===== config.mk =====
export PLATFORM = sky130hd
export DESIGN_NAME = pbuf_writer
export DESIGN_NICKNAME = d
export VERILOG_FILES = /design/src/logic/rtefi_pkg.sv /design/src/logic/pbuf_writer.sv
export SDC_FILE = /design/constraint.sdc
export NUM_CORES = 1
export LEC_CHECK = 0
export BUFFER_PORTS_ARGS = -buffer_cell sky130_fd_sc_hd__buf_2
export CORE_ASPECT_RATIO = 1.5
export CORE_MARGIN = 10
export CORE_UTILIZATION = 48
export DETAILED_ROUTE_END_ITERATION = 16
export PLACE_DENSITY = 0.82
export SYNTH_ARGS = -nofsm -noshare
export SYNTH_HDL_FRONTEND = slang
export SYNTH_SLANG_ARGS = --single-unit

===== constraint.sdc =====
create_clock -name rx_clk -period 2.85 [get_ports rx_clk]
set_input_delay 0.4275 -clock rx_clk [delete_from_list [all_inputs] [get_ports rx_clk]]
set_output_delay 0.4275 -clock rx_clk [all_outputs]
set_load 0.05 [all_outputs]

===== src/logic/rtefi_pkg.sv =====
// Shared constants and types of the receive path, referenced by scoped names from each block
`default_nettype none

package rtefi_pkg;

	// Sizes
	localparam int PAW = 11;
	localparam int LEN_W = 11;
	localparam int N_UDP = 8;

	// Reset defaults for the station addresses
	localparam logic [47:0] DEF_MAC = 48'h12555500012d;
	// 192.168.7.4
	localparam logic [31:0] DEF_IP = {8'd192, 8'd168, 8'd7, 8'd4};
	// A port number of zero disables its slot
	localparam logic [15:0] DEF_UDP0 = 16'd7;
	localparam logic [15:0] DEF_UDP1 = 16'd801;
	localparam logic [15:0] DEF_UDP2 = 16'd802;
	localparam logic [15:0] DEF_UDP3 = 16'd803;
	localparam logic [15:0] DEF_UDP4 = 16'd0;
	localparam logic [15:0] DEF_UDP5 = 16'd0;
	localparam logic [15:0] DEF_UDP6 = 16'd0;
	localparam logic [15:0] DEF_UDP7 = 16'd0;

	// Byte offsets from the first destination MAC byte
	localparam logic [LEN_W-1:0] OFF_ETYPE = 11'd12;
	localparam logic [LEN_W-1:0] OFF_IP_VER = 11'd14;
	localparam logic [LEN_W-1:0] OFF_IP_PROTO = 11'd23;
	localparam logic [LEN_W-1:0] OFF_IP_DST = 11'd30;
	localparam logic [LEN_W-1:0] OFF_UDP_DPORT = 11'd36;
	localparam logic [LEN_W-1:0] OFF_ARP_TPA = 11'd38;
	// Shorter frames are reported as category none
	localparam logic [LEN_W-1:0] MIN_UDP_LEN = 11'd46;

	// Protocol constants
	localparam logic [7:0] ETH_SFD = 8'hD5;
	localparam logic [7:0] IP_VER_IHL = 8'h45;
	localparam logic [15:0] ETYPE_IPV4 = 16'h0800;
	localparam logic [15:0] ETYPE_ARP = 16'h0806;
	localparam logic [7:0] PROTO_UDP = 8'd17;
	// Residue in the usual MSB-first notation
	localparam logic [31:0] CRC_RESIDUE = 32'hC704DD7B;

	// Status vector layout
	localparam int ST_CRC_OK = 0;
	localparam int ST_MAC_OK = 1;
	localparam int ST_IP_OK = 2;
	localparam int ST_CAT_LO = 3;
	localparam int ST_SEL_LO = 5;

	typedef enum logic [1:0] {
		CAT_NONE = 2'd0,
		CAT_ARP = 2'd1,
		CAT_UDP = 2'd2,
		CAT_OTHER = 2'd3
	} rx_cat_e;

endpackage

`default_nettype wire

===== src/logic/pbuf_writer.sv =====
// Packet buffer writer, stores one frame with a start marker and decides acceptance
`timescale 1ns/1ns
`default_nettype none

module pbuf_writer (
	input wire logic rx_clk,
	input wire logic rst_n,
	input wire logic [7:0] frame_d,
	input wire logic frame_s,
	input wire logic frame_sof,
	input wire logic frame_end,
	input wire logic [7:0] status_vec,
	input wire logic status_valid,
	input wire logic rx_release,
	output logic [rtefi_pkg::PAW-1:0] mem_a,
	output logic [8:0] mem_d,
	output logic mem_we,
	output logic status_accept,
	output logic buf_full
);

	logic store_q;
	logic store_now;
	logic accept_q;
	logic accept_now;
	rtefi_pkg::rx_cat_e cat;

	// Decision at the first byte uses the live buf_full
	assign store_now = frame_sof ? !buf_full : store_q;

	assign cat = rtefi_pkg::rx_cat_e'(status_vec[rtefi_pkg::ST_CAT_LO +: 2]);
	// UDP port hit is already folded into the IP bit by the scanner
	assign accept_now = store_q &&
		status_vec[rtefi_pkg::ST_CRC_OK] &&
		status_vec[rtefi_pkg::ST_MAC_OK] &&
		status_vec[rtefi_pkg::ST_IP_OK] &&
		(cat == rtefi_pkg::CAT_ARP || cat == rtefi_pkg::CAT_UDP);

	always_ff @(posedge rx_clk) begin
		if (!rst_n) begin
			store_q <= 1'b0;
			mem_we <= 1'b0;
			accept_q <= 1'b0;
			buf_full <= 1'b0;
		end else begin
			if (frame_sof)
				store_q <= !buf_full;
			mem_we <= frame_s && store_now;
			// Frame end leads status_valid by one cycle, so buf_full rises with it
			if (frame_end) begin
				accept_q <= accept_now;
				if (accept_now)
					buf_full <= 1'b1;
			end else if (rx_release) begin
				buf_full <= 1'b0;
			end
		end
	end

	// Address restarts at every frame, first byte tagged in bit 8
	always_ff @(posedge rx_clk) begin
		if (frame_s) begin
			mem_a <= frame_sof ? '0 : mem_a + 1'b1;
			mem_d <= {frame_sof, frame_d};
		end
	end

	// Held decision is exposed only on the status strobe
	assign status_accept = status_valid && accept_q;

endmodule

`default_nettype wire


==> impl.org <==
** Critical path
- For this run, the slowest stage of the critical path takes 540 ps.
- Startpoint Class :: flip-flop
- For the worst setup path, the data arrival time is 1800 ps.
- Across all register-to-register paths, the minimum setup slack is 1220 ps.
- Crit path required time :: 3020 ps
- Category of the worst setup path capture point :: flip-flop
- List of cells traversed by the critical path :: ha_1 > nand2_1 > or4_1 > a21oi_1
- In this run the critical register-to-register path is captured at mem_a[10].
- Number of cells on the worst reg-to-reg path :: 4
- In this run the critical register-to-register path is launched from mem_a[0].
- In this run the worst path has a maximum fanout of 6.
- The worst setup path is of the reg -> reg kind.
- The number of buffers and inverters on the critical path is 0.
- The slowest stage of the critical path belongs to the cell sky130_fd_sc_hd__or4_1.
- Broken down by cell family, the worst path's largest delay share belongs to simple AND/OR/NAND/NOR gates.

** CTS
- CTS tree :: done
- Clock tree buffer depth :: 2
- After clock tree synthesis, the clock-pin slew on the worst setup and hold paths is 130 ps.
- The clock drives 24 sinks.
- CTS built an H-tree with a depth of 1.
- The tree is rooted in a sky130_fd_sc_hd__clkbuf_4.
- Clock latency on the worst-skew pair, taken at its later pin, is 300 ps.
- Number of buffers created by CTS :: 3
- The number of hold buffers added after CTS was 0.
- Setup repair bufs after CTS :: 0
- Count of cells resized by post-cts repair :: 0

** Layout
- The area growth from synthesis to layout is 26.18%.
- In the final layout, flip-flops and latches occupy 680.7 um^2.
- Ratio of cells with drive above 1 in the final layout :: 40.34%
- Finished Layout Cells :: 141
- The library cell used most frequently in the layout, excluding fill and tap cells, is sky130_fd_sc_hd__buf_2.
- The repair_antennas step left the layout with diodes totalling 0.
- Counting the fill cells in the layout gives 176.
- Nets :: 144
- Multi-input gate area :: 300.3 um^2
- In the layout the commonest cells are sky130_fd_sc_hd__buf_2, sky130_fd_sc_hd__edfxtp_1, sky130_fd_sc_hd__a21oi_1.

** Placed design
- During placement, the flow inserted port buffers numbering 42.
- Routability-driven placement finished with a final weighted congestion of 0.6948.
- Counting tap cells, the placed design contains a total of 137 instances.
- Detailed placement ended at an HPWL of 1884 um.

** STA
- Setup total negative slack on the finished layout was measured at 0 ps.
- The clock arrives with 1.786 ps of skew.
- For the pin with the worst max-slew slack, the measured transition is 462.2 ps.
- The final hold violation count was 0.
- Timing would allow up to 0.6118 GHz.
- Clock period minus final worst setup slack :: 1634 ps
- The final-report max-slew violation count came to 0.
- Setup repair after global routing left no endpoint under its margin.
- Portion of the clock cycle consumed by the worst path in the final layout :: 57.35%
- Setup violations remaining at the end of the flow were counted as 0.
- In this run the tightest slew margin relative to its limit is 69.18%.

** Synthesis
- Average size of a mapped cell :: 13.56 um^2
- In the synthesized netlist, the number of instances is 74.
- Compound-gate portion of the synthesized area :: 8.978%
- Number of different library cells in the post-synthesis netlist :: 24
- Sequential cells were found to cover 67.83% of the synthesized design area.
- Synth warn :: 0
- Xor/xnor cell area share of the yosys netlist :: 3.491%
- The synthesized netlist occupies a cell area of 1003 um^2.
- Synthesis inferred 24 register bits.
- Simple-gate area share of the yosys netlist :: 15.21%
- The number of nets handed over by synthesis was 98.
- Post-synthesis share of cell area spent on full adders, half adders and majority gates :: 1.247%
- By area, the combinational part of the netlist is dominated by simple AND/OR/NAND/NOR gates.
- Share of synthesized area spent on multiplexers :: 0.9975%

** Worst hold path
- The path class of the tightest hold or removal check is in -> reg.
- Worst-case hold path end point :: mem_d[3]
- Along the worst hold path, the cell count comes to 1.
- The startpoint identified for the worst hold timing path is frame_d[3].

** GRT
- Entering global routing, the biggest net connects 22 pins.
- The first global-routing pass estimated 3801 um of wire.
- The number of antenna violations at the first check in global routing came to 0.
- Overflow after GRT :: 0
- The number of global-route vias before repair came to 837.
- GRT Resource Usage Total :: 10.57%

** Power
- Internal portion of total power :: 518.1 uW
- For this design the ratio of total power to cell area is 583.8 nW/um^2.
- For this design the static power due to leakage is 0.0005244 uW.
- Switching portion of total power :: 29.91%
- The analysis attributes to net switching a power of 221.1 uW.
- Part of the power in combinational logic :: 19.1%
- Clk pwr share :: 23.8%
- Power share of the sequential group :: 57.1%
- The worst-case IR drop observed on VDD is 0.3743 mV.

** Run status
- The run finished with clean final reports.

** Detailed routing
- Vias per cell :: 5.440
- Total length of routed wires :: 2376 um
- DRC violations left :: 0
- In this run, the number of DRC markers left after iteration 0 of detailed routing was 11.
- The pre-antenna-repair detailed-routing pass consisted of 4 iterations.
- Final antenna-violating net count :: 0
- Total via count after detailed routing :: 767
- Routed length per instance :: 16.85 um

** Die
- Initial core utilization :: 50.12%
- Core area :: 2002 um^2
- Die W :: 57.33 um
- Number of placement rows :: 20
- Die Ht :: 76 um
- 46 I/O pins were placed.
- The floorplan step defined a die boundary enclosing 4357 um^2.

** Job
- Maximum capacitance violations :: 0
## how the worst max path moves through the flow
stage	startpoint	end	slack (ps)	cells after the start
2_1_floorplan	mem_a[0]	mem_a[10]	1000	4
3_3_place_gp	mem_a[0]	mem_a[10]	1330	4
3_5_place_dp	mem_a[0]	mem_a[10]	1240	4
4_1_cts	mem_a[0]	mem_a[10]	1210	4
5_1_grt	mem_a[0]	mem_a[8]	1120	4
6_report	mem_a[0]	mem_a[10]	1220	4
## per-stage QoR
stage	cell area (um^2)	power, uW	setup slack [ps]	utilization (%)	hold slack, ps
floorplan	1003	525.7	998.7	-	451.4
global placement	1230	567.6	1326	61.44	474.0
detailed placement	1230	573.0	1244	61.44	490.4
CTS	1266	742.4	1215	63.25	281.6
global route	1266	766.4	1122	63.25	262.5
finish	1266	739.2	1216	63.25	285.9
## cell families (layout without fill, tap and decap cells)
family	Yosys count	after routing
buffers and inverters	4	49
AO/OA/AOI/OAI	15	15
AND/OR/NAND/NOR	25	25
flip-flops	24	24
multiplexers	1	1
adder cells (fa/ha/maj)	1	1
XOR/XNOR	4	4
## state kept, by name (all words and copies together) (netlist names)
register / cells
mem_a: 11
mem_d: 9
accept_q: 1
buf_full: 1
mem_we: 1
store_q: 1
## area by class of cell
type | count | share of cell area, %
Sequential cell | 24 | 53.76
Multi-Input combinational cell | 46 | 23.72
Timing Repair Buffer | 42 | 16.60
Clock buffer | 4 | 2.866
Tap cell | 22 | 2.174
Inverter | 3 | 0.8893
## layer usage
metal  share of wire [%]  GRT usage (%)
met5                   0              0
met4                0.72          2.830
met3                 7.5          4.667
met2                  55          18.52
met1                  37          10.89
## synth_stat cells
master | n | area (um^2)
sky130_fd_sc_hd__edfxtp_1 | 20 | 600.6
sky130_fd_sc_hd__a21oi_1 | 6 | 30.03
sky130_fd_sc_hd__dfxtp_1 | 4 | 80.08
sky130_fd_sc_hd__nor2_1 | 4 | 15.01
sky130_fd_sc_hd__o31ai_1 | 4 | 30.03
sky130_fd_sc_hd__or4_1 | 4 | 30.03
sky130_fd_sc_hd__inv_1 | 3 | 11.26
sky130_fd_sc_hd__nand2_1 | 3 | 11.26
sky130_fd_sc_hd__nand3_1 | 3 | 15.01
sky130_fd_sc_hd__o21ai_0 | 3 | 15.01
sky130_fd_sc_hd__xor2_1 | 3 | 26.28
sky130_fd_sc_hd__a21boi_0 | 2 | 15.01
sky130_fd_sc_hd__and2_1 | 2 | 12.51
sky130_fd_sc_hd__and3_1 | 2 | 12.51
sky130_fd_sc_hd__nand4_1 | 2 | 12.51
sky130_fd_sc_hd__buf_6 | 1 | 11.26
sky130_fd_sc_hd__ha_1 | 1 | 12.51
sky130_fd_sc_hd__mux2i_1 | 1 | 10.01
sky130_fd_sc_hd__nand2b_1 | 1 | 6.260
sky130_fd_sc_hd__nand3_4 | 1 | 17.52
sky130_fd_sc_hd__nor2b_1 | 1 | 6.260
sky130_fd_sc_hd__or3_1 | 1 | 6.260
sky130_fd_sc_hd__or3_2 | 1 | 7.510
sky130_fd_sc_hd__xnor2_1 | 1 | 8.760
## power by group through the flow
stage          clock network, uW  registers, uW  logic [uW]
5_1_grt                      191            426         149
4_1_cts                      177            422         143
6_report                     176            422         141
3_3_place_gp                   0            428         139
2_1_floorplan                  0            503        22.6
3_5_place_dp                   0            430         143
## worst register-to-register path, delay by kind of cell, from the launching register on
family	cells	cell delay (ps)
fa+ha+maj	1	240
compound gates	1	150
simple gates	2	690
flops	1	420
Note: power is estimated with default switching activity, not from simulation.
