--- config.mk ---
export PLATFORM = sky130hd
export DESIGN_NAME = rx_crc_check
export DESIGN_NICKNAME = d
export VERILOG_FILES = /design/src/logic/rtefi_pkg.sv /design/src/logic/rx_crc_check.sv
export SDC_FILE = /design/constraint.sdc
export NUM_CORES = 1
export LEC_CHECK = 0
export ABC_AREA = 1
export BUFFER_PORTS_ARGS = -buffer_cell sky130_fd_sc_hd__buf_2
export CAP_MARGIN = 20
export CORE_MARGIN = 4
export CORE_UTILIZATION = 54
export CTS_BUF_LIST = sky130_fd_sc_hd__clkbuf_8
export CTS_CLUSTER_SIZE = 40
export DETAILED_ROUTE_END_ITERATION = 7
export PLACE_DENSITY = 0.74
export SETUP_SLACK_MARGIN = 0.02
export SLEW_MARGIN = 10
export SYNTH_ARGS = -nofsm -noshare
export SYNTH_HDL_FRONTEND = slang
export SYNTH_SLANG_ARGS = --single-unit
--- constraint.sdc ---
create_clock -name rx_clk -period 1.3 [get_ports rx_clk]
set_input_delay 0.13 -clock rx_clk [delete_from_list [all_inputs] [get_ports rx_clk]]
set_output_delay 0.13 -clock rx_clk [all_outputs]
set_load 0.01 [all_outputs]
--- src/logic/rtefi_pkg.sv ---
// Shared constants and types of the receive path, referenced by scoped names from each block
`default_nettype none

package rtefi_pkg;

	// Sizes
	localparam int PAW = 11;
	localparam int LEN_W = 11;
	localparam int N_UDP = 8;

	// Reset defaults for the station addresses
	localparam logic [47:0] DEF_MAC = 48'h12555500012d;
	// 192.168.7.4
	localparam logic [31:0] DEF_IP = {8'd192, 8'd168, 8'd7, 8'd4};
	// A port number of zero disables its slot
	localparam logic [15:0] DEF_UDP0 = 16'd7;
	localparam logic [15:0] DEF_UDP1 = 16'd801;
	localparam logic [15:0] DEF_UDP2 = 16'd802;
	localparam logic [15:0] DEF_UDP3 = 16'd803;
	localparam logic [15:0] DEF_UDP4 = 16'd0;
	localparam logic [15:0] DEF_UDP5 = 16'd0;
	localparam logic [15:0] DEF_UDP6 = 16'd0;
	localparam logic [15:0] DEF_UDP7 = 16'd0;

	// Byte offsets from the first destination MAC byte
	localparam logic [LEN_W-1:0] OFF_ETYPE = 11'd12;
	localparam logic [LEN_W-1:0] OFF_IP_VER = 11'd14;
	localparam logic [LEN_W-1:0] OFF_IP_PROTO = 11'd23;
	localparam logic [LEN_W-1:0] OFF_IP_DST = 11'd30;
	localparam logic [LEN_W-1:0] OFF_UDP_DPORT = 11'd36;
	localparam logic [LEN_W-1:0] OFF_ARP_TPA = 11'd38;
	// Shorter frames are reported as category none
	localparam logic [LEN_W-1:0] MIN_UDP_LEN = 11'd46;

	// Protocol constants
	localparam logic [7:0] ETH_SFD = 8'hD5;
	localparam logic [7:0] IP_VER_IHL = 8'h45;
	localparam logic [15:0] ETYPE_IPV4 = 16'h0800;
	localparam logic [15:0] ETYPE_ARP = 16'h0806;
	localparam logic [7:0] PROTO_UDP = 8'd17;
	// Residue in the usual MSB-first notation
	localparam logic [31:0] CRC_RESIDUE = 32'hC704DD7B;

	// Status vector layout
	localparam int ST_CRC_OK = 0;
	localparam int ST_MAC_OK = 1;
	localparam int ST_IP_OK = 2;
	localparam int ST_CAT_LO = 3;
	localparam int ST_SEL_LO = 5;

	typedef enum logic [1:0] {
		CAT_NONE = 2'd0,
		CAT_ARP = 2'd1,
		CAT_UDP = 2'd2,
		CAT_OTHER = 2'd3
	} rx_cat_e;

endpackage

`default_nettype wire
--- src/logic/rx_crc_check.sv ---
// Running Ethernet CRC-32 over received frame bytes, flags a good frame by its residue
`timescale 1ns/1ns
`default_nettype none

module rx_crc_check (
	input wire logic rx_clk,
	input wire logic rst_n,
	input wire logic crc_clear,
	input wire logic crc_byte_s,
	input wire logic [7:0] crc_d,
	output logic crc_ok
);

	logic [31:0] crc_q;
	logic [31:0] crc_next;
	logic [31:0] crc_rev;

	// Reflected polynomial, data enters LSB first
	always_comb begin
		crc_next = crc_q ^ {24'd0, crc_d};
		for (int b = 0; b < 8; b++) begin
			if (crc_next[0])
				crc_next = (crc_next >> 1) ^ 32'hEDB88320;
			else
				crc_next = crc_next >> 1;
		end
	end

	always_ff @(posedge rx_clk) begin
		if (!rst_n) begin
			crc_q <= 32'hFFFFFFFF;
		end else if (crc_clear) begin
			// Preset at the SFD, ahead of the first body byte
			crc_q <= 32'hFFFFFFFF;
		end else if (crc_byte_s) begin
			crc_q <= crc_next;
		end
	end

	// Register holds the reflected residue once the FCS is absorbed
	assign crc_rev = {<<{crc_q}};
	assign crc_ok = crc_rev == rtefi_pkg::CRC_RESIDUE;

endmodule

`default_nettype wire

==> out/qor.yml, run 1 <==
synth:
  syn_area_um2: 2330
  ys_warn_count: 0
  synth_cells: 390
  syn_nets: 402
  ys_seq_elements: 32
  synth_ff_type: "dfxtp_1"
  synth_edf_count: 0
  synth_area_leaders: "dfxtp_1 (28%), nand2_1 (25%), nand3_1 (8.0%)"
  synth.distinct_cells: 27
  seq_area_frac_synth_pct: 27.5
  synth_largest_area_cell: "dfxtp_1"
  synth_top_area_share_pct: 27.5
  avgSynthCellArea_um2: 5.96
  synthArstFlopShare_pct: 0
placed_design:
  io_buffers: 12
  dp_slack_ns: -0.171
  dp_hpwl_um: 5650
  gp_congestion: 0.981
global_routing:
  antenna_found_initial: 0
  grt_max_degree: 30
clock_tree:
  cts-root-buf: "clkbuf_8"
  h-tree-depth: 2
  hold_buffers: 0
  clock_sinks: 32
  clock_path_buffers: 2
  cts_buffers: 5
floorplan:
  rows: 23
  die_w_um: 73.6
  pin_count: 13
  initial_core_util_pct: 56.9
  die_h_um: 73.6
sta:
  worst_path_end_type: "primary output"
  grt_worst_setup_endpoint: "crc_ok"
status:
  haltStage: "global routing"
  status: "stopped before the end"
  stop_error: "[ERROR DPL-0033] detailed placement checks failed during check placement."
cells by family after synthesis:
| logic type | synth area share, % |
|---|---|
| buf+inv | 8.50 |
| simple gates | 46.2 |
| xor+xnor | 5.65 |
| flops | 27.5 |
| compound gates | 12.1 |
timing repair:
action,in CTS
buffers inserted,7
pin swaps,40
resized for setup,107
setup endpoints to repair,27
synthesized netlist by cell type (2+ instances only):
cell type / count
a21oi_1: 35
buf_2: 5
clkbuf_1: 3
dfxtp_1: 32
inv_1: 32
inv_2: 7
nand2_1: 155
nand2_2: 19
nand2_4: 3
nand3_1: 37
nand4_1: 7
nor2_1: 10
nor2_4: 2
nor4_1: 2
o211ai_1: 4
o21ai_0: 10
o21ai_1: 2
or2_2: 3
xor2_1: 14
through the flow:
| step | TNS, ns | cell area, um2 | hold slack, ns | cells |
|---|---|---|---|---|
| 4_1_cts | -0.464 | 3260 | 0.216 | 499 |
| 3_5_place_dp | -1.99 | 2730 | 0.470 | 484 |
| 3_3_place_gp | -1.59 | 2730 | 0.454 | 484 |
| 2_1_floorplan | 0 | 2330 | 0.292 | 390 |
==> inputs of run 2 (changes only) <==
--- a/config.mk
+++ b/config.mk
@@ -9,12 +9,9 @@
 export BUFFER_PORTS_ARGS = -buffer_cell sky130_fd_sc_hd__buf_2
 export CAP_MARGIN = 20
 export CORE_MARGIN = 4
-export CORE_UTILIZATION = 54
-export CTS_BUF_LIST = sky130_fd_sc_hd__clkbuf_8
-export CTS_CLUSTER_SIZE = 40
+export CORE_UTILIZATION = 39
 export DETAILED_ROUTE_END_ITERATION = 7
-export PLACE_DENSITY = 0.74
-export SETUP_SLACK_MARGIN = 0.02
+export PLACE_DENSITY_LB_ADDON = 0.15
 export SLEW_MARGIN = 10
 export SYNTH_ARGS = -nofsm -noshare
 export SYNTH_HDL_FRONTEND = slang
==> constraint.sdc (replaced) <==
create_clock -name rx_clk -period 1.7 [get_ports rx_clk]
set_input_delay 0.17 -clock rx_clk [delete_from_list [all_inputs] [get_ports rx_clk]]
set_output_delay 0.17 -clock rx_clk [all_outputs]
set_load 0.01 [all_outputs]
==> out/qor.yml, run 2 <==
placed_design:
  io_buffers: 12
  gp_congestion: 0.900
  dp_hpwl_um: 5370
  dpl_cell_area_um2: 2480
  dp_slack_ns: 0.164
power:
  leakage_nw: 1.36
  peakVddDrop_v: 0.000316
  p_per_area_nw_per_um2: 864
synth:
  seq_area_frac_synth_pct: 27.5
  synth_ff_type: "dfxtp_1"
  synth.distinct_cells: 27
  synth_top_area_share_pct: 27.5
  avgSynthCellArea_um2: 5.96
  synth_edf_count: 0
  synth_common_cells: "nand2_1 (155), nand3_1 (37), a21oi_1 (35)"
  synth_most_common_cell: "nand2_1"
  synth_area_leaders: "dfxtp_1 (28%), nand2_1 (25%), nand3_1 (8.0%)"
  synthArstFlopShare_pct: 0
  synth_largest_area_cell: "dfxtp_1"
  synth_cells: 390
  ys_seq_elements: 32
  syn_area_um2: 2330
  ys_warn_count: 0
  syn_nets: 402
global_routing:
  grt_pass1_vias: 2222
  grt-ovfl-total: 0
  antenna_found_initial: 0
  grt_util_all_layers_pct: 20.3
  grt_pass1_wl_um: 11500
  grt_max_degree: 22
sta:
  relSlewSlack_pct: 76.8
  setup_slack_ns: 0.0611
  worstMarginPinSlew_ns: 0.346
  hold_viol: 0
  fin_worst_skew_ns: 0.00870
  fmax_mhz: 610
  maxSlewViolCount: 0
  min_period_over_period_pct: 96.4
  min_period_ns: 1.64
  setup_viol: 0
hold_path:
  min_path_type: "input pin to flip-flop"
  min_from: "crc_clear"
final_layout:
  reg_top3: "crc_q x32"
  stdcell_area_um2: 2600
  final_layout_size_suffix_gt1_share_pct: 15.5
  area_growth_pct: 11.7
  final_nets: 418
  layout_common_cells: "nand2_1 (155), nand3_1 (37), a21oi_1 (35), inv_1 (32), dfxtp_1 (30)"
  final_common_cell: "nand2_1"
  ff_latch_area_um2: 643
  num-fill-cells: 593
  multi_input_area_um2: 1500
  finalCoreUtilization_pct: 46.1
  largest_reg_flops: 32
  top_register: "crc_q"
  diodes: 0
setup_path:
  crit_start: "crc_q[23]$_SDFFE_PP1P_"
  crit_end: "crc_ok"
  cp-end-kind: "output port"
  required_ns: 1.53
  crit_type: "flip-flop to output port"
  r2r_slack_ns: 0.17
  rr_startpoint: "crc_q[5]$_SDFFE_PP1P_"
  crit_path_max_fanout: 3
  critPathLaunchType: "flip-flop"
  regToRegEndpoint: "crc_q[24]$_SDFFE_PP1P_"
  arrival_ns: 1.47
  r2r.worst_path.cells: 11
routing:
  drc_errors: 0
  via_per_inst: 5.16
  wl_per_cell_um: 14.6
  drt_iter0_drc: 238
  finalWirelength_um: 6980
  detail-route-antenna-nets: 0
  num_vias: 2472
  drt_pass1_iterations: 4
floorplan:
  die_w_um: 85.2
  core-area_um2: 5640
  rows: 27
  initial_core_util_pct: 41.2
  dieArea_um2: 7260
  pin_count: 13
  die_h_um: 85.2
clock_tree:
  clock_path_buffers: 2
  cts-root-buf: "clkbuf_8"
  clk_pin_slew_worst_paths_ns: 0.08
  clk_latency_ns: 0.30
  clock_sinks: 32
  cts_buffers: 5
  cts_setup_buffers: 0
  h-tree-depth: 2
  tritoncts: "built"
  hold_buffers: 0
job:
  maxCapViolations: 0
status:
  status: "finished clean"
run 2: cell type report:
cell class / count / share of cell area, %
Inverter: 39 / 5.63
Tap cell: 72 / 3.47
Multi-Input combinational cell: 309 / 57.7
Clock buffer: 6 / 2.79
Clock inverter: 2 / 1.35
Sequential cell: 32 / 24.7
Timing Repair Buffer: 19 / 4.33
run 2: worst min-delay path by stage:
stage	endpoint	slack [ns]	cells after the start
finish	crc_q[28]$_SDFFE_PP1P_	0.16	3
global route	crc_q[31]$_SDFFE_PP1P_	0.19	3
CTS	crc_q[0]$_SDFFE_PP1P_	0.16	3
detailed placement	crc_q[15]$_SDFFE_PP1P_	0.46	2
global placement	crc_q[28]$_SDFFE_PP1P_	0.45	3
floorplan	crc_q[0]$_SDFFE_PP1P_	0.33	2
run 2: per-layer routing:
layer  wire length (um)  track usage (%)  vias up
li1                   -                -     1278
met1               3180             27.4     1111
met2               3140             29.9       64
met3                330             4.17       19
met4                324             11.1        0
met5                  0                0        -
run 2: repair_timing:
item,4_1_cts,5_1_grt
resized for setup,0,4
hold endpoints to repair,0,0
endpoints found under the setup margin,0,8
run 2: cell families (layout without fill, tap and decap cells):
| kind of cell | count (synthesis) | after routing | share of synthesized area [%] |
|---|---|---|---|
| buf+inv | 49 | 66 | 8.50 |
| simple gates | 241 | 241 | 46.2 |
| xor+xnor | 15 | 15 | 5.65 |
| flops | 32 | 32 | 27.5 |
| compound gates | 53 | 53 | 12.1 |
run 2: power breakdown:
part           switching [mW]  total [mW]  internal [mW]
sequential             0.0459       0.838          0.792
clock                   0.314       0.750          0.435
combinational           0.442       0.657          0.215
total                   0.803        2.24           1.44
run 2: critical path, cell delays in order, from the launching register on:
cell     delay [ns]
dfxtp_1        0.40
nand4_1        0.16
nor4_2         0.34
and2_1         0.16
buf_2          0.12
run 2: stage by stage:
step | hold WS (ns) | setup TNS, ns | power (mW) | std cells
detailed placement | 0.455 | 0 | 1.50 | 471
floorplan | 0.332 | 0 | 1.33 | 390
CTS | 0.158 | 0 | 2.25 | 479
global route | 0.186 | -0.0567 | 2.39 | 479
finish | 0.161 | 0 | 2.24 | 479
global placement | 0.450 | 0 | 1.50 | 471
Note: power is estimated with default switching activity, not from simulation.
==> inputs of run 3 (changes only) <==
--- a/config.mk
+++ b/config.mk
@@ -9,9 +9,10 @@
 export BUFFER_PORTS_ARGS = -buffer_cell sky130_fd_sc_hd__buf_2
 export CAP_MARGIN = 20
 export CORE_MARGIN = 4
-export CORE_UTILIZATION = 39
+export CORE_UTILIZATION = 30
 export DETAILED_ROUTE_END_ITERATION = 7
 export PLACE_DENSITY_LB_ADDON = 0.15
+export RECOVER_POWER = 100
 export SLEW_MARGIN = 10
 export SYNTH_ARGS = -nofsm -noshare
 export SYNTH_HDL_FRONTEND = slang
==> out/qor.yml, run 3 (same netlist as run 2, synthesis figures left out) <==
sta:
  maxSlewViolCount: 0
  relSlewSlack_pct: 75.2
  setup_slack_ns: 0.0614
  worstMarginPinSlew_ns: 0.372
  hold_viol: 0
  rsz0062_at_grt: "false"
  min_period_over_period_pct: 96.4
  setup_tns_ns: 0
  fin_worst_skew_ns: 0.00671
  fmax_mhz: 610
  hold_slack_ns: 0.261
  min_period_ns: 1.64
  setup_viol: 0
final_layout:
  final_layout_size_suffix_gt1_share_pct: 14.3
  final_common_cell: "nand2_1"
  finalCoreUtilization_pct: 35.2
  diodes: 0
  largest_reg_flops: 32
  top_register: "crc_q"
  layout_common_cells: "nand2_1 (157), nand3_1 (37), a21oi_1 (35), inv_1 (34), dfxtp_1 (31)"
  final_nets: 418
  area_growth_pct: 12.3
  reg_top3: "crc_q x32"
clock_tree:
  h-tree-depth: 2
  cts_resized: 0
  tritoncts: "built"
  hold_buffers: 0
  clock_path_buffers: 2
  clock_sinks: 32
  cts-root-buf: "clkbuf_8"
  clk_pin_slew_worst_paths_ns: 0.07
  cts_setup_buffers: 0
  clk_latency_ns: 0.28
  cts_buffers: 5
power:
  internal_power_mw: 1.37
  p_switching_mw: 0.786
  peakVddDrop_v: 0.000264
  p_per_area_nw_per_um2: 824
  power_frac_seq_pct: 39.0
  p_sw_share_pct: 36.5
  power_frac_comb_pct: 30.5
  leakage_nw: 1.35
  pwr-share-clk_pct: 30.5
status:
  status: "finished clean"
global_routing:
  antenna_found_initial: 0
  grt_pass1_wl_um: 12000
  grt_max_degree: 30
  grt_pass1_vias: 2326
  grt-ovfl-total: 0
  grt_util_all_layers_pct: 17.4
floorplan:
  die_h_um: 96.1
  pin_count: 13
  die_w_um: 96.1
  core-area_um2: 7410
  rows: 31
  initial_core_util_pct: 31.4
  dieArea_um2: 9230
routing:
  via_per_inst: 4.88
  drc_errors: 0
  drt_iter0_drc: 164
  detail-route-antenna-nets: 0
  wl_per_cell_um: 14.8
  drt_pass1_iterations: 4
  num_vias: 2462
  finalWirelength_um: 7460
setup_path:
  required_ns: 1.53
  crit_type: "flip-flop to output port"
  rr_startpoint: "crc_q[3]$_SDFFE_PP1P_"
  crit_buf_inv: 1
  cpMaxStageDelayCell: "dfxtp_1"
  cp-end-kind: "output port"
  r2r.worst_path.cells: 11
  r2r_slack_ns: 0.17
  critPathLaunchType: "flip-flop"
  arrival_ns: 1.47
  regToRegEndpoint: "crc_q[16]$_SDFFE_PP1P_"
  crit_chain: "nand4_1 -> nor4_1 -> and2_1 -> buf_2"
  max_stage_delay_ns: 0.44
  crit_path_max_fanout: 3
  critical_path.top_delay_family: "simple AND/OR/NAND/NOR gates"
placed_design:
  io_buffers: 12
  dp_slack_ns: 0.109
  dp_hpwl_um: 5690
  gp_congestion: 0.831
hold_path:
  min_from: "crc_clear"
  holdPathStages: 4
  min_path_type: "input pin to flip-flop"
  holdPathEnd: "crc_q[31]$_SDFFE_PP1P_"
job:
  maxCapViolations: 0
[run 3: changes by cell type in the layout (fill, tap and decap cells not counted), sizes merged]
cell	change
clkbuf	+1
clkinv	-1
bufinv	-1
[run 3: worst max path at each step]
stage / start / to / slack, ns / cells after the start
finish: crc_q[16]$_SDFFE_PP1P_ / crc_ok / 0.06 / 4
global route: crc_q[7]$_SDFFE_PP1P_ / crc_q[21]$_SDFFE_PP1P_ / 0.006 / 10
CTS: crc_q[6]$_SDFFE_PP1P_ / crc_ok / 0.02 / 4
detailed placement: crc_q[0]$_SDFFE_PP1P_ / crc_q[18]$_SDFFE_PP1P_ / 0.11 / 9
global placement: crc_q[0]$_SDFFE_PP1P_ / crc_q[18]$_SDFFE_PP1P_ / 0.12 / 9
floorplan: crc_q[3]$_SDFFE_PP1P_ / crc_q[17]$_SDFFE_PP1P_ / 0.49 / 11
[run 3: area by class of cell]
class	count	area (um2)
clock buffers	7	96.3
well taps	99	124
flip-flops and latches	32	642
multi-input cells	309	1490
repair buffers	19	113
fillers	811	4800
inverters	39	146
[run 3: power by group through the flow]
stage	Combinational, mW	Sequential (mW)	Clock [mW]
3_5_place_dp	0.655	0.857	0
5_1_grt	0.745	0.844	0.713
4_1_cts	0.659	0.839	0.678
6_report	0.656	0.840	0.656
2_1_floorplan	0.492	0.839	0
3_3_place_gp	0.656	0.856	0
[run 3: worst reg2reg max path: cells and delay by family (launching register included)]
kind / cells / cell delay, ns
DFF: 1 / 0.37
buffers and inverters: 2 / 0.19
and+or+nand+nor: 9 / 0.87
[run 3: stage by stage]
step / total power [mW] / std cells / instance area, um2
finish: 2.15 / 505 / 2610
global route: 2.30 / 505 / 2610
CTS: 2.18 / 505 / 2610
detailed placement: 1.51 / 498 / 2510
global placement: 1.51 / 498 / 2510
floorplan: 1.33 / 390 / 2330
[run 3: metal layers]
metal / track usage (%) / vias to the layer above / wire, um
met5: 0 / - / 0
met4: 5.21 / 0 / 80
met3: 2.97 / 6 / 400
met2: 28.5 / 57 / 3450
met1: 23.4 / 1121 / 3520
li1: - / 1278 / -
