===== src/logic/rtefi_pkg.sv =====
// Shared constants and types of the receive path, referenced by scoped names from each block
`default_nettype none

package rtefi_pkg;

	// Sizes
	localparam int PAW = 11;
	localparam int LEN_W = 11;
	localparam int N_UDP = 8;

	// Reset defaults for the station addresses
	localparam logic [47:0] DEF_MAC = 48'h12555500012d;
	// 192.168.7.4
	localparam logic [31:0] DEF_IP = {8'd192, 8'd168, 8'd7, 8'd4};
	// A port number of zero disables its slot
	localparam logic [15:0] DEF_UDP0 = 16'd7;
	localparam logic [15:0] DEF_UDP1 = 16'd801;
	localparam logic [15:0] DEF_UDP2 = 16'd802;
	localparam logic [15:0] DEF_UDP3 = 16'd803;
	localparam logic [15:0] DEF_UDP4 = 16'd0;
	localparam logic [15:0] DEF_UDP5 = 16'd0;
	localparam logic [15:0] DEF_UDP6 = 16'd0;
	localparam logic [15:0] DEF_UDP7 = 16'd0;

	// Byte offsets from the first destination MAC byte
	localparam logic [LEN_W-1:0] OFF_ETYPE = 11'd12;
	localparam logic [LEN_W-1:0] OFF_IP_VER = 11'd14;
	localparam logic [LEN_W-1:0] OFF_IP_PROTO = 11'd23;
	localparam logic [LEN_W-1:0] OFF_IP_DST = 11'd30;
	localparam logic [LEN_W-1:0] OFF_UDP_DPORT = 11'd36;
	localparam logic [LEN_W-1:0] OFF_ARP_TPA = 11'd38;
	// Shorter frames are reported as category none
	localparam logic [LEN_W-1:0] MIN_UDP_LEN = 11'd46;

	// Protocol constants
	localparam logic [7:0] ETH_SFD = 8'hD5;
	localparam logic [7:0] IP_VER_IHL = 8'h45;
	localparam logic [15:0] ETYPE_IPV4 = 16'h0800;
	localparam logic [15:0] ETYPE_ARP = 16'h0806;
	localparam logic [7:0] PROTO_UDP = 8'd17;
	// Residue in the usual MSB-first notation
	localparam logic [31:0] CRC_RESIDUE = 32'hC704DD7B;

	// Status vector layout
	localparam int ST_CRC_OK = 0;
	localparam int ST_MAC_OK = 1;
	localparam int ST_IP_OK = 2;
	localparam int ST_CAT_LO = 3;
	localparam int ST_SEL_LO = 5;

	typedef enum logic [1:0] {
		CAT_NONE = 2'd0,
		CAT_ARP = 2'd1,
		CAT_UDP = 2'd2,
		CAT_OTHER = 2'd3
	} rx_cat_e;

endpackage

`default_nettype wire

===== src/logic/rx_scanner.sv =====
// Receive scanner, strips the preamble, matches header fields and reports frame status
`timescale 1ns/1ns
`default_nettype none

module rx_scanner (
	input wire logic rx_clk,
	input wire logic rst_n,
	input wire logic [7:0] eth_d,
	input wire logic eth_dv,
	input wire logic eth_er,
	input wire logic enable_rx,
	input wire logic [47:0] cfg_mac,
	input wire logic [31:0] cfg_ip,
	input wire logic udp_hit,
	input wire logic [2:0] udp_sel,
	output logic [15:0] dport,
	output logic crc_clear,
	output logic crc_byte_s,
	output logic [7:0] crc_d,
	input wire logic crc_ok,
	output logic [7:0] frame_d,
	output logic frame_s,
	output logic frame_sof,
	output logic frame_end,
	output logic [7:0] status_vec,
	output logic [rtefi_pkg::LEN_W-1:0] status_len,
	output logic status_valid
);

	typedef enum logic [1:0] {
		S_IDLE,
		S_PREAMBLE,
		S_BODY,
		S_DRAIN
	} scan_state_e;

	scan_state_e state;
	logic [rtefi_pkg::LEN_W-1:0] cnt;
	logic dv_q;
	logic er_seen;
	logic start;
	logic sfd_hit;
	// Per-frame match flags
	logic mac_match, mac_bcast, ip4_match, arp_match, ver_ok, proto_udp;
	logic [15:0] etype;
	logic [7:0] mac_byte;
	logic [7:0] ip_byte;
	logic [1:0] ip_k;
	rtefi_pkg::rx_cat_e cat_now;
	logic mac_ok, ip_ok;
	logic [7:0] next_vec;

	// Only a rising eth_dv starts a frame, so a frame cut by enable_rx is skipped whole
	assign start = eth_dv && !dv_q && enable_rx;
	assign sfd_hit = eth_dv && eth_d == rtefi_pkg::ETH_SFD &&
		(state == S_PREAMBLE || (state == S_IDLE && start));

	// Body bytes go to both the CRC checker and the buffer writer
	assign frame_s = state == S_BODY && eth_dv;
	assign frame_d = eth_d;
	assign frame_sof = frame_s && cnt == '0;
	assign frame_end = state == S_DRAIN;
	assign crc_clear = sfd_hit;
	assign crc_byte_s = frame_s;
	assign crc_d = eth_d;

	// Expected MAC byte for offsets 0 to 5
	assign mac_byte = cfg_mac[47 - 8 * cnt[2:0] -: 8];
	// IPv4 destination and ARP target share the same word alignment
	assign ip_k = cnt[1:0] - rtefi_pkg::OFF_IP_DST[1:0];
	assign ip_byte = cfg_ip[31 - 8 * ip_k -: 8];

	// Control path
	always_ff @(posedge rx_clk) begin
		if (!rst_n) begin
			state <= S_IDLE;
			cnt <= '0;
			dv_q <= 1'b0;
			er_seen <= 1'b0;
			status_valid <= 1'b0;
		end else begin
			dv_q <= eth_dv;
			status_valid <= state == S_DRAIN;
			if (eth_dv && eth_er)
				er_seen <= 1'b1;
			case (state)
				S_IDLE: begin
					if (start) begin
						er_seen <= eth_er;
						cnt <= '0;
						state <= sfd_hit ? S_BODY : S_PREAMBLE;
					end
				end
				S_PREAMBLE: begin
					// Any byte other than the SFD counts as preamble
					if (!eth_dv)
						state <= S_IDLE;
					else if (sfd_hit)
						state <= S_BODY;
				end
				S_BODY: begin
					if (eth_dv)
						cnt <= cnt + 1'b1;
					else
						state <= S_DRAIN;
				end
				// One cycle to present status, then the pulse
				default: state <= S_IDLE;
			endcase
		end
	end

	// Field compares, all keyed on the offset of the byte now on eth_d
	always_ff @(posedge rx_clk) begin
		if (sfd_hit) begin
			mac_match <= 1'b1;
			mac_bcast <= 1'b1;
			ip4_match <= 1'b1;
			arp_match <= 1'b1;
		end
		if (frame_s) begin
			if (cnt < 11'd6) begin
				if (eth_d != mac_byte)
					mac_match <= 1'b0;
				if (eth_d != 8'hFF)
					mac_bcast <= 1'b0;
			end
			if (cnt == rtefi_pkg::OFF_ETYPE)
				etype[15:8] <= eth_d;
			if (cnt == rtefi_pkg::OFF_ETYPE + 11'd1)
				etype[7:0] <= eth_d;
			if (cnt == rtefi_pkg::OFF_IP_VER)
				ver_ok <= eth_d == rtefi_pkg::IP_VER_IHL;
			if (cnt == rtefi_pkg::OFF_IP_PROTO)
				proto_udp <= eth_d == rtefi_pkg::PROTO_UDP;
			if (cnt >= rtefi_pkg::OFF_IP_DST && cnt < rtefi_pkg::OFF_IP_DST + 11'd4 &&
					eth_d != ip_byte)
				ip4_match <= 1'b0;
			if (cnt >= rtefi_pkg::OFF_ARP_TPA && cnt < rtefi_pkg::OFF_ARP_TPA + 11'd4 &&
					eth_d != ip_byte)
				arp_match <= 1'b0;
			if (cnt == rtefi_pkg::OFF_UDP_DPORT)
				dport[15:8] <= eth_d;
			if (cnt == rtefi_pkg::OFF_UDP_DPORT + 11'd1)
				dport[7:0] <= eth_d;
		end
		// Status is captured as eth_dv falls, crc_ok already covers the last byte
		if (state == S_BODY && !eth_dv) begin
			status_vec <= next_vec;
			status_len <= cnt;
		end
	end

	// Category and status bits
	always_comb begin
		if (cnt < rtefi_pkg::MIN_UDP_LEN)
			cat_now = rtefi_pkg::CAT_NONE;
		else if (etype == rtefi_pkg::ETYPE_ARP)
			cat_now = rtefi_pkg::CAT_ARP;
		else if (etype == rtefi_pkg::ETYPE_IPV4 && ver_ok && proto_udp)
			cat_now = rtefi_pkg::CAT_UDP;
		else
			cat_now = rtefi_pkg::CAT_OTHER;
		// Broadcast destination is only good for ARP
		mac_ok = mac_match || (mac_bcast && cat_now == rtefi_pkg::CAT_ARP);
		// For UDP the IP bit also demands a configured destination port
		case (cat_now)
			rtefi_pkg::CAT_ARP: ip_ok = arp_match;
			rtefi_pkg::CAT_UDP: ip_ok = ip4_match && udp_hit;
			default: ip_ok = 1'b0;
		endcase
		next_vec = 8'd0;
		next_vec[rtefi_pkg::ST_CRC_OK] = crc_ok && !er_seen;
		next_vec[rtefi_pkg::ST_MAC_OK] = mac_ok;
		next_vec[rtefi_pkg::ST_IP_OK] = ip_ok;
		next_vec[rtefi_pkg::ST_CAT_LO +: 2] = cat_now;
		if (cat_now == rtefi_pkg::CAT_UDP && udp_hit)
			next_vec[rtefi_pkg::ST_SEL_LO +: 3] = udp_sel;
	end

endmodule

`default_nettype wire


===== config.mk =====
export PLATFORM = sky130hd
export DESIGN_NAME = rx_scanner
export DESIGN_NICKNAME = d
export VERILOG_FILES = /design/src/logic/rtefi_pkg.sv /design/src/logic/rx_scanner.sv
export SDC_FILE = /design/constraint.sdc
export NUM_CORES = 1
export LEC_CHECK = 0
export BUFFER_PORTS_ARGS = -buffer_cell sky130_fd_sc_hd__buf_2
export CAP_MARGIN = 20
export CORE_ASPECT_RATIO = 0.6
export CORE_UTILIZATION = 50
export CTS_BUF_LIST = sky130_fd_sc_hd__clkbuf_8
export CTS_CLUSTER_SIZE = 10
export DETAILED_ROUTE_END_ITERATION = 8
export GPL_TIMING_DRIVEN = 0
export PLACE_DENSITY = 0.82
export SYNTH_ARGS = -nofsm -noshare
export SYNTH_HDL_FRONTEND = slang
export SYNTH_SLANG_ARGS = --single-unit

===== constraint.sdc =====
create_clock -name rx_clk -period 3.7 [get_ports rx_clk]
set_input_delay 1.11 -clock rx_clk [delete_from_list [all_inputs] [get_ports rx_clk]]
set_output_delay 1.11 -clock rx_clk [all_outputs]
set_load 0.01 [all_outputs]

==> impl_results.html <==
<table>
<tr><th>Metric</th><th>Value</th></tr>
<tr><th colspan="2">GRT</th></tr>
<tr><td>Vias in the first global route</td><td>2923</td></tr>
<tr><td>First-pass GRT wire length</td><td>14800 µm</td></tr>
<tr><td>Maximum number of pins on one net before global-route repair</td><td>15</td></tr>
<tr><td>Initial antenna violation count</td><td>0</td></tr>
<tr><td>Combined global-route utilization of all metal layers</td><td>25.0%</td></tr>
<tr><td>Grt total ovfl</td><td>0</td></tr>
<tr><th colspan="2">STA</th></tr>
<tr><td>Crit share post-route</td><td>97.3%</td></tr>
<tr><td>Pin slew with the least headroom to its limit</td><td>584 ps</td></tr>
<tr><td>Worst slew margin relative to its limit</td><td>60.9%</td></tr>
<tr><td>Max-slew violation count</td><td>0</td></tr>
<tr><td>Setup repair after global routing missed its margin</td><td>false</td></tr>
<tr><td>Worst hold slack across all endpoints</td><td>473 ps</td></tr>
<tr><td>Crit path setup slack, layout</td><td>99.7 ps</td></tr>
<tr><td>Layout Skew</td><td>9.23 ps</td></tr>
<tr><td>Final period demand of the worst path</td><td>3600 ps</td></tr>
<tr><td>Peak clock frequency supported by timing</td><td>278 MHz</td></tr>
<tr><td>Final count of hold timing violations</td><td>0</td></tr>
<tr><td>Number of setup violations in the final report</td><td>0</td></tr>
<tr><th colspan="2">Power and ir drop</th></tr>
<tr><td>Leakage power figure</td><td>2.03 nW</td></tr>
<tr><td>Maximum VDD drop</td><td>164 µV</td></tr>
<tr><td>Power per standard cell area</td><td>329 nW/µm²</td></tr>
<tr><td>Proportion of total power due to net switching</td><td>21.9%</td></tr>
<tr><td>Clk network pwr share</td><td>36.3%</td></tr>
<tr><td>Seq pwr share</td><td>54.1%</td></tr>
<tr><td>Combinational share of power</td><td>9.6%</td></tr>
<tr><td>Design internal power</td><td>1.27 mW</td></tr>
<tr><td>Switching component of the power</td><td>0.356 mW</td></tr>
<tr><th colspan="2">Synthesis</th></tr>
<tr><td>Share of the synthesized netlist area taken by xor and xnor gates</td><td>5.56%</td></tr>
<tr><td>Number of warnings reported in the yosys synthesis log</td><td>0</td></tr>
<tr><td>Area of the mapped netlist</td><td>3780 µm²</td></tr>
<tr><td>Dominant combinational cell family by area after synthesis</td><td>simple AND/OR/NAND/NOR gates</td></tr>
<tr><td>Net count after synthesis</td><td>407</td></tr>
<tr><td>Fraction of the mapped netlist area in compound gates</td><td>6.32%</td></tr>
<tr><td>Simple-gate area share of the yosys netlist</td><td>13.7%</td></tr>
<tr><td>Flop and latch count out of synthesis</td><td>73</td></tr>
<tr><td>Post-synth top flop</td><td>sky130_fd_sc_hd__edfxtp_1</td></tr>
<tr><td>Number of unique standard cell types used by synthesis</td><td>47</td></tr>
<tr><td>Post-synthesis instance total</td><td>300</td></tr>
<tr><td>Share of the synthesized area in the top cell type</td><td>42.1%</td></tr>
<tr><td>Synthesized area per cell</td><td>12.6 µm²</td></tr>
<tr><td>Fraction of the mapped netlist area in adder cells</td><td>2.98%</td></tr>
<tr><td>Cell types with the largest area share after synthesis</td><td>sky130_fd_sc_hd__edfxtp_1 42%, sky130_fd_sc_hd__dfxtp_1 11%, sky130_fd_sc_hd__mux2_2 6.0%</td></tr>
<tr><td>Fraction of synthesis flops using an asynchronous set or reset pin</td><td>0%</td></tr>
<tr><td>EDFF count, synth</td><td>53</td></tr>
<tr><td>Portion of netlist area occupied by mux cells</td><td>12.8%</td></tr>
<tr><td>Cell type with the largest total area after synthesis</td><td>sky130_fd_sc_hd__edfxtp_1</td></tr>
<tr><td>Sequential fraction of the synthesis area</td><td>52.7%</td></tr>
<tr><th colspan="2">Detailed routing</th></tr>
<tr><td>DR vias/cell</td><td>5.38</td></tr>
<tr><td>Wirelength, routed</td><td>9500 µm</td></tr>
<tr><td>Number of DRC markers after the initial detailed-route iteration</td><td>239</td></tr>
<tr><td>Antenna Violating Nets Remaining</td><td>0</td></tr>
<tr><td>Post-detailed-route DRC marker count</td><td>0</td></tr>
<tr><td>Via count</td><td>3096</td></tr>
<tr><td>DR WL/cell</td><td>16.5 µm</td></tr>
<tr><td>Number of search-and-repair iterations in the first detailed-routing pass</td><td>4</td></tr>
<tr><th colspan="2">Placed design</th></tr>
<tr><td>Detailed Place HPWL</td><td>7230 µm</td></tr>
<tr><td>Routability congestion estimate from global placement</td><td>0.840</td></tr>
<tr><td>Placed inst area</td><td>4700 µm²</td></tr>
<tr><td>Worst setup timing slack at the placement stage</td><td>-581 ps</td></tr>
<tr><td>Port Buf Inserts</td><td>154</td></tr>
<tr><th colspan="2">Critical path</th></tr>
<tr><td>Critical path depth in cells</td><td>6</td></tr>
<tr><td>Startpoint type of the worst setup path</td><td>primary input</td></tr>
<tr><td>Cells along the critical path</td><td>buf_2, and3b_2, nand3_2, or3_4, nor4b_2, buf_2</td></tr>
<tr><td>Most common cell type on the critical path</td><td>sky130_fd_sc_hd__buf_2</td></tr>
<tr><td>Beginning of the critical path</td><td>eth_dv</td></tr>
<tr><td>Worst Setup EP</td><td>frame_sof</td></tr>
<tr><td>Critical register-to-register path endpoint</td><td>mac_match</td></tr>
<tr><td>Worst setup slack for register-to-register paths</td><td>460 ps</td></tr>
<tr><td>Capturing element type of the critical path</td><td>output pin</td></tr>
<tr><td>Slowest cell on the critical path</td><td>sky130_fd_sc_hd__or3_4</td></tr>
<tr><td>Required time at the worst-slack endpoint</td><td>2590 ps</td></tr>
<tr><td>Family with the most delay on the worst path</td><td>simple AND/OR/NAND/NOR gates</td></tr>
<tr><td>Length in cells of the worst reg-to-reg path</td><td>11</td></tr>
<tr><td>Worst Path Arrival</td><td>2490 ps</td></tr>
<tr><td>Critical path buffer and inverter count</td><td>2</td></tr>
<tr><td>Critical Path Max Stage Delay</td><td>380 ps</td></tr>
<tr><td>Crit-path max FO</td><td>6</td></tr>
<tr><td>Worst setup path category</td><td>primary input to output pin</td></tr>
<tr><td>Worst flop-to-flop path startpoint</td><td>cnt[1]</td></tr>
<tr><th colspan="2">CTS</th></tr>
<tr><td>CTS H-tree depth</td><td>3</td></tr>
<tr><td>Sink Count</td><td>73</td></tr>
<tr><td>Maximum number of buffers from clock root to sink</td><td>2</td></tr>
<tr><td>Clock input transition at the sequential cells of the worst setup and hold paths</td><td>70 ps</td></tr>
<tr><td>Buffer cell driving the clock tree root</td><td>sky130_fd_sc_hd__clkbuf_8</td></tr>
<tr><td>Clock insertion delay at the later pin of the skew report</td><td>340 ps</td></tr>
<tr><td>Clock tree from TritonCTS</td><td>built</td></tr>
<tr><td>TritonCTS buffer count</td><td>9</td></tr>
<tr><th colspan="2">Hold path</th></tr>
<tr><td>Startpoint of the lowest-slack hold path</td><td>er_seen</td></tr>
<tr><td>Type of the worst min-delay path</td><td>flip-flop to flip-flop</td></tr>
<tr><th colspan="2">Layout</th></tr>
<tr><td>Synth-to-layout area growth</td><td>30.5%</td></tr>
<tr><td>Number of fill cells in the layout</td><td>553</td></tr>
<tr><td>Ratio of cells with drive above 1 in the final layout</td><td>47.7%</td></tr>
<tr><td>Layout net count</td><td>574</td></tr>
<tr><td>Area of the multi-input gates</td><td>1610 µm²</td></tr>
<tr><td>Area used by sequential logic in the layout</td><td>1990 µm²</td></tr>
<tr><td>Final design instance area without fill</td><td>4930 µm²</td></tr>
<tr><td>Diode insertion count for antenna repair</td><td>0</td></tr>
<tr><th colspan="2">Floorplanning</th></tr>
<tr><td>Initial Util</td><td>51.8%</td></tr>
<tr><td>Overall die width</td><td>114 µm</td></tr>
<tr><td>Core Box Area</td><td>7300 µm²</td></tr>
<tr><td>Count of boundary I/O pins</td><td>155</td></tr>
<tr><td>Die extent in y</td><td>69.4 µm</td></tr>
<tr><td>Std-Cell Rows</td><td>24</td></tr>
<tr><td>Die area</td><td>7920 µm²</td></tr>
<tr><th colspan="2">Run status</th></tr>
<tr><td>Outcome</td><td>finished, final reports clean</td></tr>
<tr><th colspan="2">Flow run</th></tr>
<tr><td>Number of max-cap violations</td><td>0</td></tr>
</table>
layer usage:
metal / global-route usage (%) / part of all wire (%) / vias to the layer above
li1: - / - / 1447
met1: 33.4 / 43 / 1461
met2: 39.6 / 47 / 170
met3: 6.82 / 8.5 / 18
met4: 8.66 / 2.0 / 0
met5: 0 / 0 / -
power by group through the flow:
stage,clock (mW),sequential (mW),combinational (mW)
floorplan,0,0.896,0.0695
global placement,0,0.896,0.149
detailed placement,0,0.896,0.153
CTS,0.600,0.878,0.155
global route,0.636,0.878,0.169
finish,0.588,0.878,0.156
cell type report:
class | count | share of cell area (%)
well taps | 104 | 2.64
inverters | 9 | 0.685
plain buffers | 26 | 3.83
repair buffers | 156 | 16.0
multi-input cells | 192 | 32.7
clock buffers | 9 | 2.51
flip-flops and latches | 73 | 40.4
clock inverters | 7 | 1.27
cell usage in the layout, fill, tap and decap left out, types with 3 or more instances in the layout:
master and n:
sky130_fd_sc_hd__nor2_1 24, sky130_fd_sc_hd__xor2_1 14, sky130_fd_sc_hd__clkbuf_1 3, sky130_fd_sc_hd__inv_1 10, sky130_fd_sc_hd__and3_1 4, sky130_fd_sc_hd__a222oi_1 6
sky130_fd_sc_hd__mux4_1 8, sky130_fd_sc_hd__clkbuf_8 9, sky130_fd_sc_hd__a21oi_1 4, sky130_fd_sc_hd__nor3_1 5, sky130_fd_sc_hd__xnor2_1 10, sky130_fd_sc_hd__nand2_1 11
sky130_fd_sc_hd__and2_1 8, sky130_fd_sc_hd__nand3_1 3, sky130_fd_sc_hd__buf_2 156, sky130_fd_sc_hd__o21ai_0 8, sky130_fd_sc_hd__ha_1 9, sky130_fd_sc_hd__nor2b_1 6
sky130_fd_sc_hd__nor4_1 8, sky130_fd_sc_hd__buf_4 18, sky130_fd_sc_hd__nand2b_1 3, sky130_fd_sc_hd__nand4_1 5, sky130_fd_sc_hd__o21a_1 3, sky130_fd_sc_hd__dfxtp_1 20
sky130_fd_sc_hd__mux2_2 20, sky130_fd_sc_hd__edfxtp_1 53
what timing repair did:
action	CTS	global route
resized for setup	4	5
hold buffers	0	0
setup buffers	1	0
setup endpoints to repair	2	3
hold endpoints to repair	0	0
pin swaps	1	0
worst register-to-register path, delay by kind of cell (launching register included):
family / cells / cell delay, ps
AOI/OAI and AO/OA: 2 / 580
xor gates and xnor gates: 1 / 130
adders and majority gates: 1 / 370
buffers and inverters: 4 / 990
DFF: 1 / 460
and+or+nand+nor: 3 / 660
cells by family (layout without fill, tap and decap cells):
logic type / Yosys count / in the layout
fa+ha+maj: 9 / 9
simple gates: 94 / 94
compound gates: 33 / 33
flops: 73 / 73
buf+inv: 35 / 207
mux: 32 / 32
xor+xnor: 24 / 24
cells in the mapped netlist, drive strengths merged (2+ instances only):
cell    number
a22oi        2
and3b        2
nor3         6
nor4b        2
nand2b       3
a21o         2
nor4        10
mux4         8
mux2i        2
nand4        5
nor2        24
clkbuf       3
ha           9
mux2        22
and2         8
inv          9
nand2       11
xnor2       10
edfxtp      53
a31oi        2
o21a         3
a222oi       6
o21ai        8
and3         4
or3          3
a21oi        4
dfxtp       20
nand3        4
xor2        14
nor3b        3
buf         23
nor2b        6
o22a         2
stage by stage:
step | util (%) | cells | setup TNS, ps | power (mW)
2_1_floorplan | - | 300 | 0 | 0.965
3_3_place_gp | 64.1 | 558 | -1180 | 1.04
3_5_place_dp | 64.4 | 559 | -674 | 1.05
4_1_cts | 67.3 | 576 | 0 | 1.63
5_1_grt | 67.6 | 576 | 0 | 1.68
6_report | 67.6 | 576 | 0 | 1.62
flip-flops by register name (all words and copies together), names as in the netlist:
signal / cells
mac_bcast: 1
er_seen: 1
dv_q: 1
arp_match: 1
proto_udp: 1
status_vec: 8
state: 2
ip4_match: 1
ver_ok: 1
etype: 16
cnt: 11
mac_match: 1
status_valid: 1
dport: 16
status_len: 11
worst min-delay path by stage:
stage,slack (ps),cells after the start,to
after floorplan,420,0,status_len[3]
after global placement,460,0,status_len[5]
after detailed placement,460,0,status_len[5]
after CTS,470,0,status_len[5]
after global routing,500,0,status_len[5]
final,470,2,er_seen
Power figures use the tool's default switching activity.
